**config.mk**
```make
export PLATFORM = sky130hd
export DESIGN_NAME = fetch_req_gen
export DESIGN_NICKNAME = d
export VERILOG_FILES = /design/src/fetch_pkg.sv /design/src/fetch_req_gen.sv
export SDC_FILE = /design/constraint.sdc
export NUM_CORES = 1
export LEC_CHECK = 0
export BUFFER_PORTS_ARGS = -buffer_cell sky130_fd_sc_hd__buf_2
export CAP_MARGIN = 20
export CORE_MARGIN = 5
export CORE_UTILIZATION = 33
export CTS_CLUSTER_DIAMETER = 150
export DETAILED_ROUTE_END_ITERATION = 10
export PLACE_DENSITY = 0.77
export RECOVER_POWER = 50
export SYNTH_ARGS = -nofsm -noshare
export SYNTH_HDL_FRONTEND = slang
export SYNTH_SLANG_ARGS = --single-unit
```
**constraint.sdc**
```tcl
create_clock -name cacheCoreBus -period 0.8 [get_ports cacheCoreBus]
set_clock_uncertainty 0.05 [all_clocks]
set_input_delay 0.08 -clock cacheCoreBus [delete_from_list [all_inputs] [get_ports cacheCoreBus]]
set_output_delay 0.08 -clock cacheCoreBus [all_outputs]
set_load 0.01 [all_outputs]
```
**src/fetch_pkg.sv**
```systemverilog
// ----------------------------------------------------------------------------
// shared definitions for the instruction fetch front end
// buffer and line constants, cache bus tag and request structs,
// fetch state enum and the decode buffer write struct
// ----------------------------------------------------------------------------

package fetch_pkg;

	// geometry of lines, beats and the decode buffer
	localparam int LINE_BYTES       = 64;
	localparam int BEAT_BYTES       = 8;
	localparam int BUF_BYTES        = 128;
	localparam int FILL_AHEAD_LIMIT = 32; // request a new line only below this gap
	localparam int LINE_OFF_BITS    = $clog2(LINE_BYTES);

	typedef logic [63:0] fetch_addr_t;
	typedef logic [$clog2(BUF_BYTES)-1:0] buf_off_t; // wraps at the buffer size

	// ------------------------------------------------------------------------
	// cache to core bus
	// ------------------------------------------------------------------------
	typedef enum logic {
		cache_write = 1'b0,
		cache_read  = 1'b1
	} cache_op_e;

	typedef enum logic {
		cache_memory = 1'b0,
		cache_io     = 1'b1
	} cache_space_e;

	typedef enum logic {
		cache_data  = 1'b0,
		cache_instr = 1'b1
	} cache_kind_e;

	typedef struct packed {
		cache_op_e    op;
		cache_space_e space;
		cache_kind_e  kind;
		logic [6:0]   id;    // only one request in flight, so this stays zero
	} cache_tag_t;

	typedef struct packed {
		fetch_addr_t addr;
		cache_tag_t  tag;
	} cache_req_t;

	typedef struct packed {
		logic [63:0] data;
	} cache_resp_t;

	// ------------------------------------------------------------------------
	// fetch control and buffer fill
	// ------------------------------------------------------------------------
	typedef enum logic [1:0] {
		fetch_idle,
		fetch_waiting,
		fetch_active
	} fetch_state_e;

	typedef struct packed {
		buf_off_t    offset; // first buffer byte written by this beat
		logic [63:0] data;
	} buf_wr_t;

endpackage

```
**src/fetch_req_gen.sv**
```systemverilog
// ----------------------------------------------------------------------------
// line request register
// drives the request strobe, line address and tag onto the cache bus
// ----------------------------------------------------------------------------

`timescale 1ns/10ps

module fetch_req_gen (
	input  logic                  cacheCoreBus,
	input  logic                  rst_n,
	input  logic                  send_req,
	input  fetch_pkg::fetch_addr_t fetch_addr,
	output logic                  reqcyc,
	output fetch_pkg::cache_req_t  req
);
	import fetch_pkg::*;

	cache_tag_t  tag;
	fetch_addr_t line_addr;

	// instruction fetch always reads whole lines from memory
	assign tag.op    = cache_read;
	assign tag.space = cache_memory;
	assign tag.kind  = cache_instr;
	assign tag.id    = '0;

	assign line_addr = fetch_addr & ~fetch_addr_t'(LINE_BYTES - 1);

	// the strobe is the only control bit here
	always_ff @(posedge cacheCoreBus or negedge rst_n) begin
		if (!rst_n) begin
			reqcyc <= 1'b0;
		end else begin
			reqcyc <= send_req; // the bus sees the decision one cycle later
		end
	end

	// address and tag are only looked at while reqcyc is high
	always_ff @(posedge cacheCoreBus) begin
		req.addr <= line_addr;
		req.tag  <= tag;
	end

endmodule

```
==> flow_summary.json <==
{
  "status": "finished, violations left",
  "violations": "negative setup slack",
  "drv_cap": 0,
  "final_cell_mix": "buf_2, dlygate4sd3_1, buf_6, dfxtp_2, dfxtp_1",
  "fin_util_pct": 76.1,
  "cp_cell_sequence": "buf_2",
  "path_max_fanout": 1,
  "cts_root_buf": "clkbuf_8",
  "synth_cell_types": 4,
  "portBuffers": 119,
  "critical-path-slowest-cell": "dfrtp_1",
  "power_density_nw_per_um2": 2270,
  "drt_wl_total_um": 6380,
  "post_drt_wl_per_cell_um": 20.0,
  "cp-start-kind": "flip-flop",
  "seqPwrFrac_pct": 46.9,
  "clkTransAtPathRegs_ns": 0.08,
  "cp_num_buf_inv": 1,
  "syn_avg_cell_area_um2": 17.1,
  "synth_cells": 77,
  "period_minus_slack_ns": 0.967,
  "numCtsBuffers": 9,
  "crit_arrival_ns": 0.84,
  "route.detailed.drc": 0,
  "yosysWarnings": 0,
  "drive_above_1_share_pct": 63.7,
  "intPower_mw": 5.24,
  "area_growth_pct": 128,
  "rows": 23,
  "core_um2": 3940,
  "hold_violations": 0,
  "htree_levels": 3,
  "power_frac_comb_pct": 12.0,
  "crit_path_end_kind": "output pin",
  "crit_family": "flip-flops",
  "place.gp.congestion": 0.659,
  "drt_first_pass_iters": 4,
  "cts_tree": "built",
  "finalCritPeriodShare_pct": 121,
  "vias_per_cell": 4.10,
  "setup.worst_path.class": "flip-flop to output pin",
  "dr_total_vias": 1313,
  "cpPeakStageDelay_ns": 0.36,
  "nets": 332,
  "ioPinCount": 142,
  "antenna_cells": 0,
  "yosysSeqAreaShare_pct": 90.3,
  "initial_core_util_pct": 33.3,
  "grt.total_usage_pct": 21.1,
  "power.switching_mw": 1.59,
  "cellLeakagePower_nw": 1.45,
  "grt_pass1_vias": 1516,
  "grt_max_degree": 12,
  "ir_drop_uv": 1370,
  "grt_overflow": 0,
  "critPathRequiredTime_ns": 0.67,
  "grt_setup_unrepaired": "true",
  "ant_nets": 0,
  "final_common_cell": "buf_2",
  "grt_pass1_wl_um": 7980,
  "p_sw_share_pct": 23.3,
  "cts_buffer_depth": 2,
  "die_height_um": 73.1,
  "final-setup-viol-count": 59,
  "clkPwrFrac_pct": 41.1,
  "initialDrtViolationCount": 69,
  "yosys_register_bits": 59,
  "fin_tns_setup_ns": -5.42,
  "slew_violations": 0,
  "dieWidth_um": 73.1,
  "dieArea_um2": 5340,
  "fmax_ghz": 1.03,
  "finalWorstSetupSlack_ns": -0.167,
  "hpwlAfterDp_um": 2850,
  "clock-sinks": 59,
  "antenna_found_initial": 0,
  "syn-cell-area_um2": 1310,
  "hp-class": "primary input to async pin"
}
==> routing by layer <==
metal	vias to the layer above	wire length, um	track usage, %	share of wire (%)
li1	576	-	-	-
met1	623	2220	21.0	35
met2	104	3320	36.0	52
met3	10	735	11.2	12
met4	0	110	9.63	1.7
met5	-	0	0	0
==> logic make-up after synthesis <==
group	synth area share [%]
flip-flops	90.3
buffers and inverters	9.14
other	0.572
==> cells in the mapped netlist, drive strengths merged <==
cell type / instances / share of area [%]
buf: 16 / 9.1
dfxtp: 58 / 88
dfrtp: 1 / 1.9
conb: 2 / 0.57
==> flip-flops by register name, summed over array words and instances (netlist names) <==
signal / count
req: 58
reqcyc: 1
==> worst paths after layout <==
check                      depth (start not counted)           start       to  slack, ns
setup / recovery                                   1          reqcyc   reqcyc      -0.17
hold / removal                                     2           rst_n   reqcyc       0.05
max in group asynchronous                          2           rst_n   reqcyc       0.53
min in group cacheCoreBus                          2  fetch_addr[35]  req[45]       0.35
==> cell type report <==
class                      instances  area [um^2]
clock buffer                      12          155
clock inverter                     4         50.0
fill                             231          941
multi-input combinational         16         60.1
sequential                        59         1230
tap                               50         62.6
timing repair buffer             179         1440
==> stage by stage <==
stage          setup slack, ns  instances  total power, mW  hold WS, ns  cell area [um^2]
3_5_place_dp             0.207        244             3.62       -0.185              1900
5_1_grt                 -0.209        320             7.05       0.0438              3000
6_report                -0.167        320             6.83       0.0535              3000
3_3_place_gp             0.201        244             3.60       -0.186              1900
2_1_floorplan            0.294         91             3.38       -0.266              1370
4_1_cts                 -0.152        320             6.58       0.0330              2780
==> what timing repair did <==
action                                  CTS  global route
hold buffers                             60             0
endpoints found under the setup margin   59            59
resized for setup                        19            61
buffers inserted                          0             0
endpoints found under the hold margin    60             0
==> power groups by stage <==
stage	registers, mW	logic [mW]	clock network, mW
CTS	3.14	0.682	2.75
global route	3.21	0.864	2.97
global placement	3.19	0.414	0
detailed placement	3.20	0.423	0
floorplan	3.29	0.0906	0
finish	3.20	0.820	2.81
(Power assumes the default switching activity.)
