`src/fetch_pkg.sv`:
```
// ----------------------------------------------------------------------------
// shared definitions for the instruction fetch front end
// buffer and line constants, cache bus tag and request structs,
// fetch state enum and the decode buffer write struct
// ----------------------------------------------------------------------------

package fetch_pkg;

	// geometry of lines, beats and the decode buffer
	localparam int LINE_BYTES       = 64;
	localparam int BEAT_BYTES       = 8;
	localparam int BUF_BYTES        = 128;
	localparam int FILL_AHEAD_LIMIT = 32; // request a new line only below this gap
	localparam int LINE_OFF_BITS    = $clog2(LINE_BYTES);

	typedef logic [63:0] fetch_addr_t;
	typedef logic [$clog2(BUF_BYTES)-1:0] buf_off_t; // wraps at the buffer size

	// ------------------------------------------------------------------------
	// cache to core bus
	// ------------------------------------------------------------------------
	typedef enum logic {
		cache_write = 1'b0,
		cache_read  = 1'b1
	} cache_op_e;

	typedef enum logic {
		cache_memory = 1'b0,
		cache_io     = 1'b1
	} cache_space_e;

	typedef enum logic {
		cache_data  = 1'b0,
		cache_instr = 1'b1
	} cache_kind_e;

	typedef struct packed {
		cache_op_e    op;
		cache_space_e space;
		cache_kind_e  kind;
		logic [6:0]   id;    // only one request in flight, so this stays zero
	} cache_tag_t;

	typedef struct packed {
		fetch_addr_t addr;
		cache_tag_t  tag;
	} cache_req_t;

	typedef struct packed {
		logic [63:0] data;
	} cache_resp_t;

	// ------------------------------------------------------------------------
	// fetch control and buffer fill
	// ------------------------------------------------------------------------
	typedef enum logic [1:0] {
		fetch_idle,
		fetch_waiting,
		fetch_active
	} fetch_state_e;

	typedef struct packed {
		buf_off_t    offset; // first buffer byte written by this beat
		logic [63:0] data;
	} buf_wr_t;

endpackage

```
`src/fetch_ctrl.sv`:
```
// ----------------------------------------------------------------------------
// fetch control FSM
// decides when a line request goes out and which response beats count
// ----------------------------------------------------------------------------

`timescale 1ns/10ps

module fetch_ctrl (
	input  logic                   cacheCoreBus,
	input  logic                   rst_n,
	input  logic                   reqack,
	input  logic                   respcyc,
	input  fetch_pkg::buf_off_t    fill_offset,
	input  fetch_pkg::buf_off_t    decode_offset,
	output logic                   respack,
	output logic                   send_req,
	output logic                   beat_valid,
	output fetch_pkg::fetch_state_e state
);
	import fetch_pkg::*;

	buf_off_t ahead; // bytes fetched but not yet consumed by the decoder

	assign ahead = fill_offset - decode_offset;

	// every response beat is taken as soon as it shows up
	assign respack    = respcyc;
	assign beat_valid = respcyc;

	// a request may only be decided while nothing is in flight
	always_comb begin
		send_req = 1'b0;
		if (state == fetch_idle && !reqack) begin
			send_req = (ahead < buf_off_t'(FILL_AHEAD_LIMIT));
		end
	end

	// ------------------------------------------------------------------------
	// state machine
	// ------------------------------------------------------------------------
	always_ff @(posedge cacheCoreBus or negedge rst_n) begin
		if (!rst_n) begin
			state <= fetch_idle;
		end else if (respcyc) begin
			state <= fetch_active;     // first beat of the line moves us on
		end else if (state == fetch_active) begin
			state <= fetch_idle;       // the beats have stopped so the line is done
		end else if (reqack) begin
			state <= fetch_waiting;
		end
	end

	// ------------------------------------------------------------------------
	// checks
	// ------------------------------------------------------------------------

	// beats only follow an acknowledged request, never an idle decision
	a_no_beat_while_deciding: assert property (
		@(posedge cacheCoreBus) disable iff (!rst_n)
		!(respcyc && send_req)
	) else $error("response beat arrived while a request was being decided");

	// the cache acks a request that the request register put on the bus
	a_ack_only_idle: assert property (
		@(posedge cacheCoreBus) disable iff (!rst_n)
		reqack |-> state == fetch_idle
	) else $error("reqack seen outside the idle state");

endmodule

```
`config.mk`:
```
export PLATFORM = sky130hd
export DESIGN_NAME = fetch_ctrl
export DESIGN_NICKNAME = d
export VERILOG_FILES = /design/src/fetch_pkg.sv /design/src/fetch_ctrl.sv
export SDC_FILE = /design/constraint.sdc
export NUM_CORES = 1
export LEC_CHECK = 0
export BUFFER_PORTS_ARGS = -buffer_cell sky130_fd_sc_hd__buf_2
export CORE_AREA = 2 2 39 41
export DETAILED_ROUTE_END_ITERATION = 6
export DIE_AREA = 0 0 41 43
export GPL_TIMING_DRIVEN = 0
export PLACE_DENSITY = 0.6
export SKIP_LAST_GASP = 1
export SLEW_MARGIN = 10
export SYNTH_ARGS = -nofsm -noshare
export SYNTH_HDL_FRONTEND = slang
export SYNTH_SLANG_ARGS = --single-unit
```
`constraint.sdc`:
```
create_clock -name cacheCoreBus -period 1.4 [get_ports cacheCoreBus]
set_clock_uncertainty 0.2 [all_clocks]
set_input_delay 0.28 -clock cacheCoreBus [delete_from_list [all_inputs] [get_ports cacheCoreBus]]
set_output_delay 0.28 -clock cacheCoreBus [all_outputs]
set_load 0.05 [all_outputs]
```
==> results.py, run 1 <==
metrics = {
    "placement": {
        "pre_cts_ws_ps": -646,
        "place_inst": 69,
        "gp_congestion": 0.577,
        "placed_area_sq_um": 427,
        "portBuffers": 22,
    },
    "clock_network": {
        "cts.sinks": 2,
        "clkTransAtPathRegs_ps": 30,
        "root_buffer": "clkbuf_4",
        "cts_tree": "yes",
        "cts_post_setup_buffers_inserted": 0,
        "cts_buffers": 3,
        "h-tree-depth": 1,
        "worstSkewPairLatency_ps": 220,
        "cts_buffer_depth": 2,
    },
    "die": {
        "die_x_um": 41,
        "start_util": 0.183,
        "die_h_um": 43,
        "core_sq_um": 1380,
        "num_rows": 14,
        "dieArea_sq_um": 1760,
        "io_pins": 23,
    },
    "logic_synthesis": {
        "synth-simple-area-share": 0.139,
        "synth_xor_area_frac": 0.0693,
        "ys_top_cells_by_count": "inv_1, ha_1",
        "synthMuxAreaShare": 0.0396,
        "synth_edf_count": 0,
        "yosysMostFrequentCell": "inv_1",
        "synth_fp_nets": 54,
        "synthArstFlopShare": 1.00,
        "synth_top_family_by_area": "adder cells",
        "syn_area_per_cell_sq_um": 8.15,
        "syn_inst": 31,
        "synth_warnings": 0,
        "synth_compound_area_frac": 0.158,
        "yosys.area_share.adder": 0.248,
        "yosys.area.top_type": "ha_1",
        "synth_cell_type_count": 18,
        "synthFlopType": "dfrtp_1",
        "ys_seq_area_frac": 0.198,
        "synth_top_area_frac": 0.248,
        "synth_area_leaders": "ha_1, dfrtp_1, inv_1",
        "ys_seq_elements": 2,
        "syn_area_sq_um": 253,
    },
    "critical_path": {
        "crit_path_end_kind": "output port",
        "crit_path_start_kind": "primary input",
        "reg2reg_depth": 2,
        "crit_type": "in2out",
        "worstPathArrival_ps": 1390,
        "worst-path-max-fanout": 2,
        "critPathRequiredTime_ps": 920,
    },
    "route": {
        "wl_per_cell_um": 7.52,
        "vias": 277,
        "dr.pass1.iters": 3,
        "drtIter0Drc": 1,
        "wl_um": 549,
        "viasPerCell": 3.79,
        "drc": 0,
        "antenna_left": 0,
    },
    "timing": {
        "setup_viol": 1,
        "hold_viol": 0,
        "clock.fmax_mhz": 535,
        "worst_pin_slew_ps": 252,
        "holdWs_ps": 48.2,
        "grt_setup_unrepaired": "true",
        "period_minus_slack_ps": 1870,
        "relSlewSlack": 0.833,
        "finalWorstSetupSlack_ps": -470,
        "maxSlewViolCount": 0,
        "period_share": 1.34,
    },
    "layout": {
        "fin_area_sq_um": 480,
        "finalNetCount": 82,
        "syn_to_final_growth_pct": 90.1,
        "layoutNonFillerInstCount": 73,
        "drive_gt1_frac": 0.614,
        "top_register": "state",
        "fillerInstances": 146,
        "antenna_cells": 0,
        "top_regs": "state (2)",
        "largest_reg_flops": 2,
    },
    "run_status": {
        "violations": "negative setup slack",
        "status": "finished with violations",
    },
    "global_routing": {
        "grt.total_usage": 0.0763,
        "grt_pass1_vias": 267,
        "grt_antenna_before_repair": 0,
        "gr-total-overflow": 0,
        "grt_max_degree": 5,
        "grt_pass1_wl_um": 848,
    },
    "worst_hold_path": {
        "hold_depth": 2,
        "hp-class": "in2reg",
    },
    "pwr": {
        "leakagePower_nw": 0.255,
        "vdd_drop_max_mv": 0.413,
        "finalPower_mw": 0.333,
        "power.density_nw_per_um2": 693,
    },
    "flow_run": {
        "drv_cap": 0,
    },
}
-- critical path: stages --
cell	delay [ps]
buf_2	110
ha_4	260
a21o_1	100
a31oi_1	40
o21ai_2	180
mux2i_4	250
buf_6	170
-- final cells by class --
class                   count  area [sq um]  share of cell area
plain buffers               2          15.0              0.0312
clock buffers               3          22.5              0.0469
inverters                   6          35.0              0.0729
multi-input cells          21           199               0.414
flip-flops and latches      2          52.6               0.109
well taps                  16          20.0              0.0417
repair buffers             23           136               0.284
-- final timing paths --
kind                       slack, ps      startpoint        to
max                             -470  fill_offset[2]  send_req
min                               50         respcyc  state[0]
max reg2reg                      500        state[0]  state[0]
min reg2reg                      340        state[0]  state[0]
max in group asynchronous        710           rst_n  state[1]
min in group asynchronous        180           rst_n  state[0]
-- metrics by stage --
| stage | util | setup TNS, ps |
|---|---|---|
| 2_1_floorplan | - | -386 |
| 3_3_place_gp | 0.308 | -643 |
| 3_5_place_dp | 0.308 | -646 |
| 4_1_cts | 0.344 | -509 |
| 5_1_grt | 0.347 | -517 |
| 6_report | 0.347 | -470 |
-- where the power goes --
group          switching [mW]  total [mW]  leakage [nW]  internal, mW
Sequential            0.00419      0.0670        0.0223        0.0628
Combinational          0.0738       0.140         0.218        0.0662
Clock                  0.0316       0.126        0.0138        0.0945
-- layout by cell type, fill, tap and decap left out --
master / netlist / routed
buf_2: 0 / 20
inv_1: 6 / 5
ha_1: 5 / 4
clkbuf_4: 0 / 3
xnor2_1: 2 / 2
nand2_1: 2 / 2
buf_4: 2 / 2
dfrtp_2: 0 / 2
inv_12: 0 / 1
nor3_2: 0 / 1
nand3b_1: 1 / 1
nand3_1: 1 / 1
nand2b_1: 1 / 1
a21o_1: 1 / 1
a31oi_1: 1 / 1
a21oi_2: 1 / 1
o21ai_2: 0 / 1
mux2i_4: 0 / 1
o21bai_1: 1 / 1
a21oi_1: 1 / 1
nor2_1: 1 / 1
ha_4: 0 / 1
dlygate4sd3_1: 0 / 1
buf_8: 0 / 1
buf_6: 0 / 1
-- per-layer routing --
layer / up-vias / track usage / routed length, um / part of all wire
met3: 0 / 0.0366 / 56 / 0.10
met1: 106 / 0.0643 / 225 / 0.41
li1: 153 / - / - / -
met4: 0 / 0.0800 / 0 / 0
met5: - / 0 / 0 / 0
met2: 18 / 0.116 / 267 / 0.49
-- what timing repair did --
action,4_1_cts,5_1_grt
hold buffers,1,0
pin swaps,1,1
endpoints found under the setup margin,1,1
gates resized for setup,5,1
cloned,0,0
hold endpoints to repair,2,0
-- logic make-up (layout without fill, tap and decap cells) --
| logic type | Yosys count | after routing |
|---|---|---|
| AO/OA/AOI/OAI | 6 | 6 |
| multiplexers | 1 | 1 |
| AND/OR/NAND/NOR | 7 | 7 |
| XOR/XNOR | 2 | 2 |
| flip-flops | 2 | 2 |
| adder cells (fa/ha/maj) | 5 | 5 |
| buffers and inverters | 8 | 34 |
Note: power is estimated with default switching activity, not from simulation.
==> inputs of run 2 (changes only) <==
--- a/config.mk
+++ b/config.mk
@@ -5,12 +5,13 @@
 export SDC_FILE = /design/constraint.sdc
 export NUM_CORES = 1
 export LEC_CHECK = 0
-export BUFFER_PORTS_ARGS = -buffer_cell sky130_fd_sc_hd__buf_2
 export CORE_AREA = 2 2 39 41
+export CTS_BUF_LIST = sky130_fd_sc_hd__clkbuf_2 sky130_fd_sc_hd__clkbuf_4 sky130_fd_sc_hd__clkbuf_8
 export DETAILED_ROUTE_END_ITERATION = 6
 export DIE_AREA = 0 0 41 43
+export DONT_BUFFER_PORTS = 1
 export GPL_TIMING_DRIVEN = 0
-export PLACE_DENSITY = 0.6
+export PLACE_DENSITY = 0.45
 export SKIP_LAST_GASP = 1
 export SLEW_MARGIN = 10
 export SYNTH_ARGS = -nofsm -noshare
==> results.py, run 2 (synthesis results as in run 1) <==
metrics = {
    "run_status": {
        "status": "finished with violations",
        "violations": "negative setup slack",
    },
    "placement": {
        "pre_cts_ws_ps": -441,
        "dp_hpwl_um": 446,
        "gp_congestion": 0.582,
        "portBuffers": 0,
        "place_inst": 47,
        "placed_area_sq_um": 317,
    },
    "flow_run": {
        "drv_cap": 0,
    },
    "layout": {
        "finalNetCount": 62,
        "antenna_cells": 0,
        "drive_gt1_frac": 0.351,
        "top_regs": "state (2)",
        "fillerInstances": 135,
        "final_util": 0.270,
        "top_register": "state",
        "layout_commonest_cell": "inv_1",
        "fin_area_sq_um": 374,
        "layoutNonFillerInstCount": 53,
        "syn_to_final_growth_pct": 48.0,
        "largest_reg_flops": 2,
        "layout_common_cells": "inv_1, ha_1, clkbuf_4, dlygate4sd3_1",
    },
    "global_routing": {
        "grt_max_degree": 5,
        "gr-total-overflow": 0,
        "grt.total_usage": 0.0825,
        "grt_pass1_vias": 256,
        "grt_antenna_before_repair": 0,
        "grt_pass1_wl_um": 869,
    },
    "pwr": {
        "power.density_nw_per_um2": 811,
        "leakagePower_nw": 0.170,
        "vdd_drop_max_mv": 0.393,
    },
    "timing": {
        "clock.fmax_mhz": 506,
        "finalWorstSetupSlack_ps": -576,
        "maxSlewViolCount": 0,
        "grt_setup_unrepaired": "true",
        "relSlewSlack": 0.697,
        "period_share": 1.41,
        "hold_viol": 0,
        "worst_pin_slew_ps": 446,
        "period_minus_slack_ps": 1980,
        "setup_viol": 1,
    },
    "critical_path": {
        "critPathTopFamily": "flip-flops",
        "crit_path_end_kind": "output port",
        "cpMaxStageDelayCell": "dfrtp_2",
        "regToRegStartpoint": "state[1]",
        "worstPathArrival_ps": 1500,
        "critPathLaunch": "state[0]",
        "path_buf_inv": 0,
        "crit_path_start_kind": "flop",
        "crit_chain": "nor3_2 -> nand3b_1 -> mux2i_4",
        "max_stage_delay_ps": 520,
        "critPathRequiredTime_ps": 920,
        "worst-path-max-fanout": 4,
        "crit_type": "reg2out",
    },
    "route": {
        "viasPerCell": 4.43,
        "drtIter0Drc": 0,
        "wl_per_cell_um": 10.4,
        "drc": 0,
        "wl_um": 552,
        "antenna_left": 0,
        "vias": 235,
        "dr.pass1.iters": 1,
    },
    "clock_network": {
        "cts.sinks": 2,
        "cts_buffer_depth": 2,
        "worstSkewPairLatency_ps": 230,
        "clkTransAtPathRegs_ps": 30,
        "root_buffer": "clkbuf_4",
        "h-tree-depth": 1,
        "cts_buffers": 3,
        "cts_tree": "yes",
    },
    "die": {
        "io_pins": 23,
        "num_rows": 14,
        "core_sq_um": 1380,
        "dieArea_sq_um": 1760,
        "die_h_um": 43,
        "die_x_um": 41,
        "start_util": 0.183,
    },
    "worst_hold_path": {
        "hp-start": "reqack",
        "hp-class": "in2reg",
    },
}
run 2: cell count changes in the layout (fill, tap and decap cells not counted):
cell	before	now
buf_8	1	0
dlygate4sd3_1	1	3
buf_6	1	0
buf_2	20	0
run 2: power by group:
group / total, mW / switching [mW] / internal (mW)
logic: 0.0927 / 0.0480 / 0.0447
clock network: 0.129 / 0.0346 / 0.0948
registers: 0.0813 / 0.0188 / 0.0625
total: 0.303 / 0.101 / 0.202
run 2: worst paths after layout:
path,to,slack [ps],cells after the start
max in group asynchronous,state[0],780,1
worst min register to register,state[0],540,2
worst max register to register,state[0],260,3
worst min-delay path,state[0],20,2
worst max-delay path,send_req,-580,3
min in group asynchronous,state[1],90,1
run 2: what timing repair did:
item | in CTS | in global routing
setup endpoints to repair | 1 | 1
buffers inserted | 0 | 0
pin swaps | 2 | 0
hold buffers | 3 | 0
hold endpoints to repair | 4 | 0
cloned | 0 | 0
resized for setup | 1 | 0
run 2: routing by layer:
layer  up-vias  routed length [um]  GRT usage
met4         0                   0      0.100
met1        99                 160     0.0388
li1        114                   -          -
met5         -                   0          0
met3         0                  91     0.0576
met2        22                 300      0.138
run 2: area by class of cell:
class | count | area, sq um | area share
multi-input combinational | 21 | 199 | 0.532
inverter | 6 | 35.0 | 0.0936
tap | 16 | 20.0 | 0.0535
clock buffer | 3 | 22.5 | 0.0602
sequential | 2 | 52.6 | 0.140
timing repair buffer | 3 | 30.0 | 0.0803
buffer | 2 | 15.0 | 0.0401
run 2: per-stage QoR:
| stage | power, mW | setup TNS, ps | hold WS, ps |
|---|---|---|---|
| finish | 0.303 | -576 | 21.6 |
| global route | 0.328 | -656 | 39.7 |
| CTS | 0.315 | -601 | 15.3 |
| detailed placement | 0.167 | -441 | -216 |
| global placement | 0.163 | -433 | -216 |
| floorplan | 0.158 | -386 | -216 |
==> inputs of run 3 (changes only) <==
--- a/config.mk
+++ b/config.mk
@@ -12,6 +12,7 @@
 export DONT_BUFFER_PORTS = 1
 export GPL_TIMING_DRIVEN = 0
 export PLACE_DENSITY = 0.45
+export REMOVE_ABC_BUFFERS = 1
 export SKIP_LAST_GASP = 1
 export SLEW_MARGIN = 10
 export SYNTH_ARGS = -nofsm -noshare
==> results.py, run 3 (synthesis results as in run 1) <==
metrics = {
    "run_status": {
        "status": "finished with violations",
        "violations": "negative setup slack",
    },
    "global_routing": {
        "grt_antenna_before_repair": 0,
        "gr-total-overflow": 0,
        "grt_max_degree": 5,
        "grt.total_usage": 0.0624,
        "grt_pass1_vias": 178,
        "grt_pass1_wl_um": 621,
    },
    "route": {
        "drc": 0,
        "drtIter0Drc": 2,
        "wl_um": 463,
        "viasPerCell": 4.24,
        "wl_per_cell_um": 9.08,
        "vias": 216,
        "dr.pass1.iters": 4,
        "antenna_left": 0,
    },
    "timing": {
        "holdWs_ps": 51.3,
        "grt_setup_unrepaired": "true",
        "setup_viol": 1,
        "period_share": 1.41,
        "relSlewSlack": 0.699,
        "finalWorstSetupSlack_ps": -575,
        "clock.fmax_mhz": 506,
        "hold_viol": 0,
        "worst_pin_slew_ps": 441,
        "period_minus_slack_ps": 1980,
        "maxSlewViolCount": 0,
    },
    "critical_path": {
        "worstPathArrival_ps": 1500,
        "max_stage_delay_ps": 520,
        "crit_type": "reg2out",
        "cpMaxStageDelayCell": "dfrtp_2",
        "crit_path_start_kind": "flop",
        "crit_chain": "nor3_4 -> nand3_1 -> mux2i_4",
        "reg2reg_depth": 3,
        "crit_path_end_kind": "output port",
        "worst-path-max-fanout": 4,
        "critPathRequiredTime_ps": 920,
    },
    "layout": {
        "largest_reg_flops": 2,
        "layout_commonest_cell": "inv_1",
        "top_register": "state",
        "finalNetCount": 60,
        "syn_to_final_growth_pct": 33.2,
        "antenna_cells": 0,
        "top_regs": "state (2)",
        "layout_common_cells": "inv_1, ha_1, clkbuf_4, dlygate4sd3_1",
        "fin_area_sq_um": 337,
        "drive_gt1_frac": 0.229,
    },
    "pwr": {
        "internal_power_mw": 0.194,
        "pwr-share-clk": 0.453,
        "netSwitchingFraction": 0.307,
        "combinationalPowerShare": 0.253,
        "pwr-share-seq": 0.294,
        "switchingPower_mw": 0.0857,
        "power.density_nw_per_um2": 831,
        "leakagePower_nw": 0.157,
        "vdd_drop_max_mv": 0.423,
    },
    "die": {
        "start_util": 0.183,
        "io_pins": 23,
        "die_x_um": 41,
        "core_sq_um": 1380,
        "dieArea_sq_um": 1760,
        "die_h_um": 43,
        "num_rows": 14,
    },
    "placement": {
        "portBuffers": 0,
        "pre_cts_ws_ps": -985,
        "placed_area_sq_um": 258,
        "gp_congestion": 0.508,
    },
    "flow_run": {
        "drv_cap": 0,
    },
    "clock_network": {
        "h-tree-depth": 1,
        "clkTransAtPathRegs_ps": 30,
        "cts_tree": "yes",
        "cts_buffer_depth": 2,
        "root_buffer": "clkbuf_4",
        "cts_buffers": 3,
        "cts.sinks": 2,
        "worstSkewPairLatency_ps": 220,
    },
    "worst_hold_path": {
        "hold_depth": 2,
        "hp-class": "in2reg",
    },
}
## run 3: worst paths after layout
path | slack [ps] | from | endpoint
worst max-delay path | -580 | state[0] | send_req
worst min-delay path | 50 | reqack | state[0]
worst max register to register | 240 | state[1] | state[0]
worst min register to register | 520 | state[1] | state[1]
max in group asynchronous | 770 | rst_n | state[1]
min in group asynchronous | 90 | rst_n | state[0]
## run 3: critical path: cells and delay by family (launching register included)
kind             cells  cell delay [ps]
flip-flops           1              520
multiplexers         1              390
AND/OR/NAND/NOR      2              350
## run 3: metal layers
layer	vias to the layer above	track usage	share of wire
li1	110	-	-
met1	92	0.0388	0.32
met2	14	0.0969	0.57
met3	0	0.0366	0.10
met4	0	0.0800	0
met5	-	0	0
## run 3: through the flow
step                power [mW]  setup TNS [ps]  std cells   util
floorplan                0.128            -852         29      -
global placement         0.135            -962         45  0.186
detailed placement       0.137            -985         45  0.186
CTS                      0.288            -596         51  0.243
global route             0.304            -651         51  0.243
finish                   0.280            -575         51  0.243
## run 3: final cells by class
| cell class | instances | area [sq um] |
|---|---|---|
| fill | 150 | 1050 |
| multi-input combinational | 21 | 189 |
| sequential | 2 | 52.6 |
| timing repair buffer | 3 | 30.0 |
| clock buffer | 3 | 22.5 |
| inverter | 6 | 22.5 |
| tap | 16 | 20.0 |
## run 3: what timing repair did
| item | CTS | global route |
|---|---|---|
| endpoints found under the setup margin | 1 | 1 |
| resized for setup | 6 | 0 |
| endpoints found under the hold margin | 4 | 0 |
| setup buffers | 0 | 0 |
| hold buffers | 3 | 0 |
| pin swaps | 1 | 0 |
## run 3: power by group through the flow
stage / Combinational [mW] / Clock, mW / Sequential (mW)
after floorplan: 0.0487 / 0 / 0.0793
after global placement: 0.0550 / 0 / 0.0803
after detailed placement: 0.0564 / 0 / 0.0803
after CTS: 0.0716 / 0.134 / 0.0824
after global routing: 0.0790 / 0.142 / 0.0830
final: 0.0707 / 0.127 / 0.0823
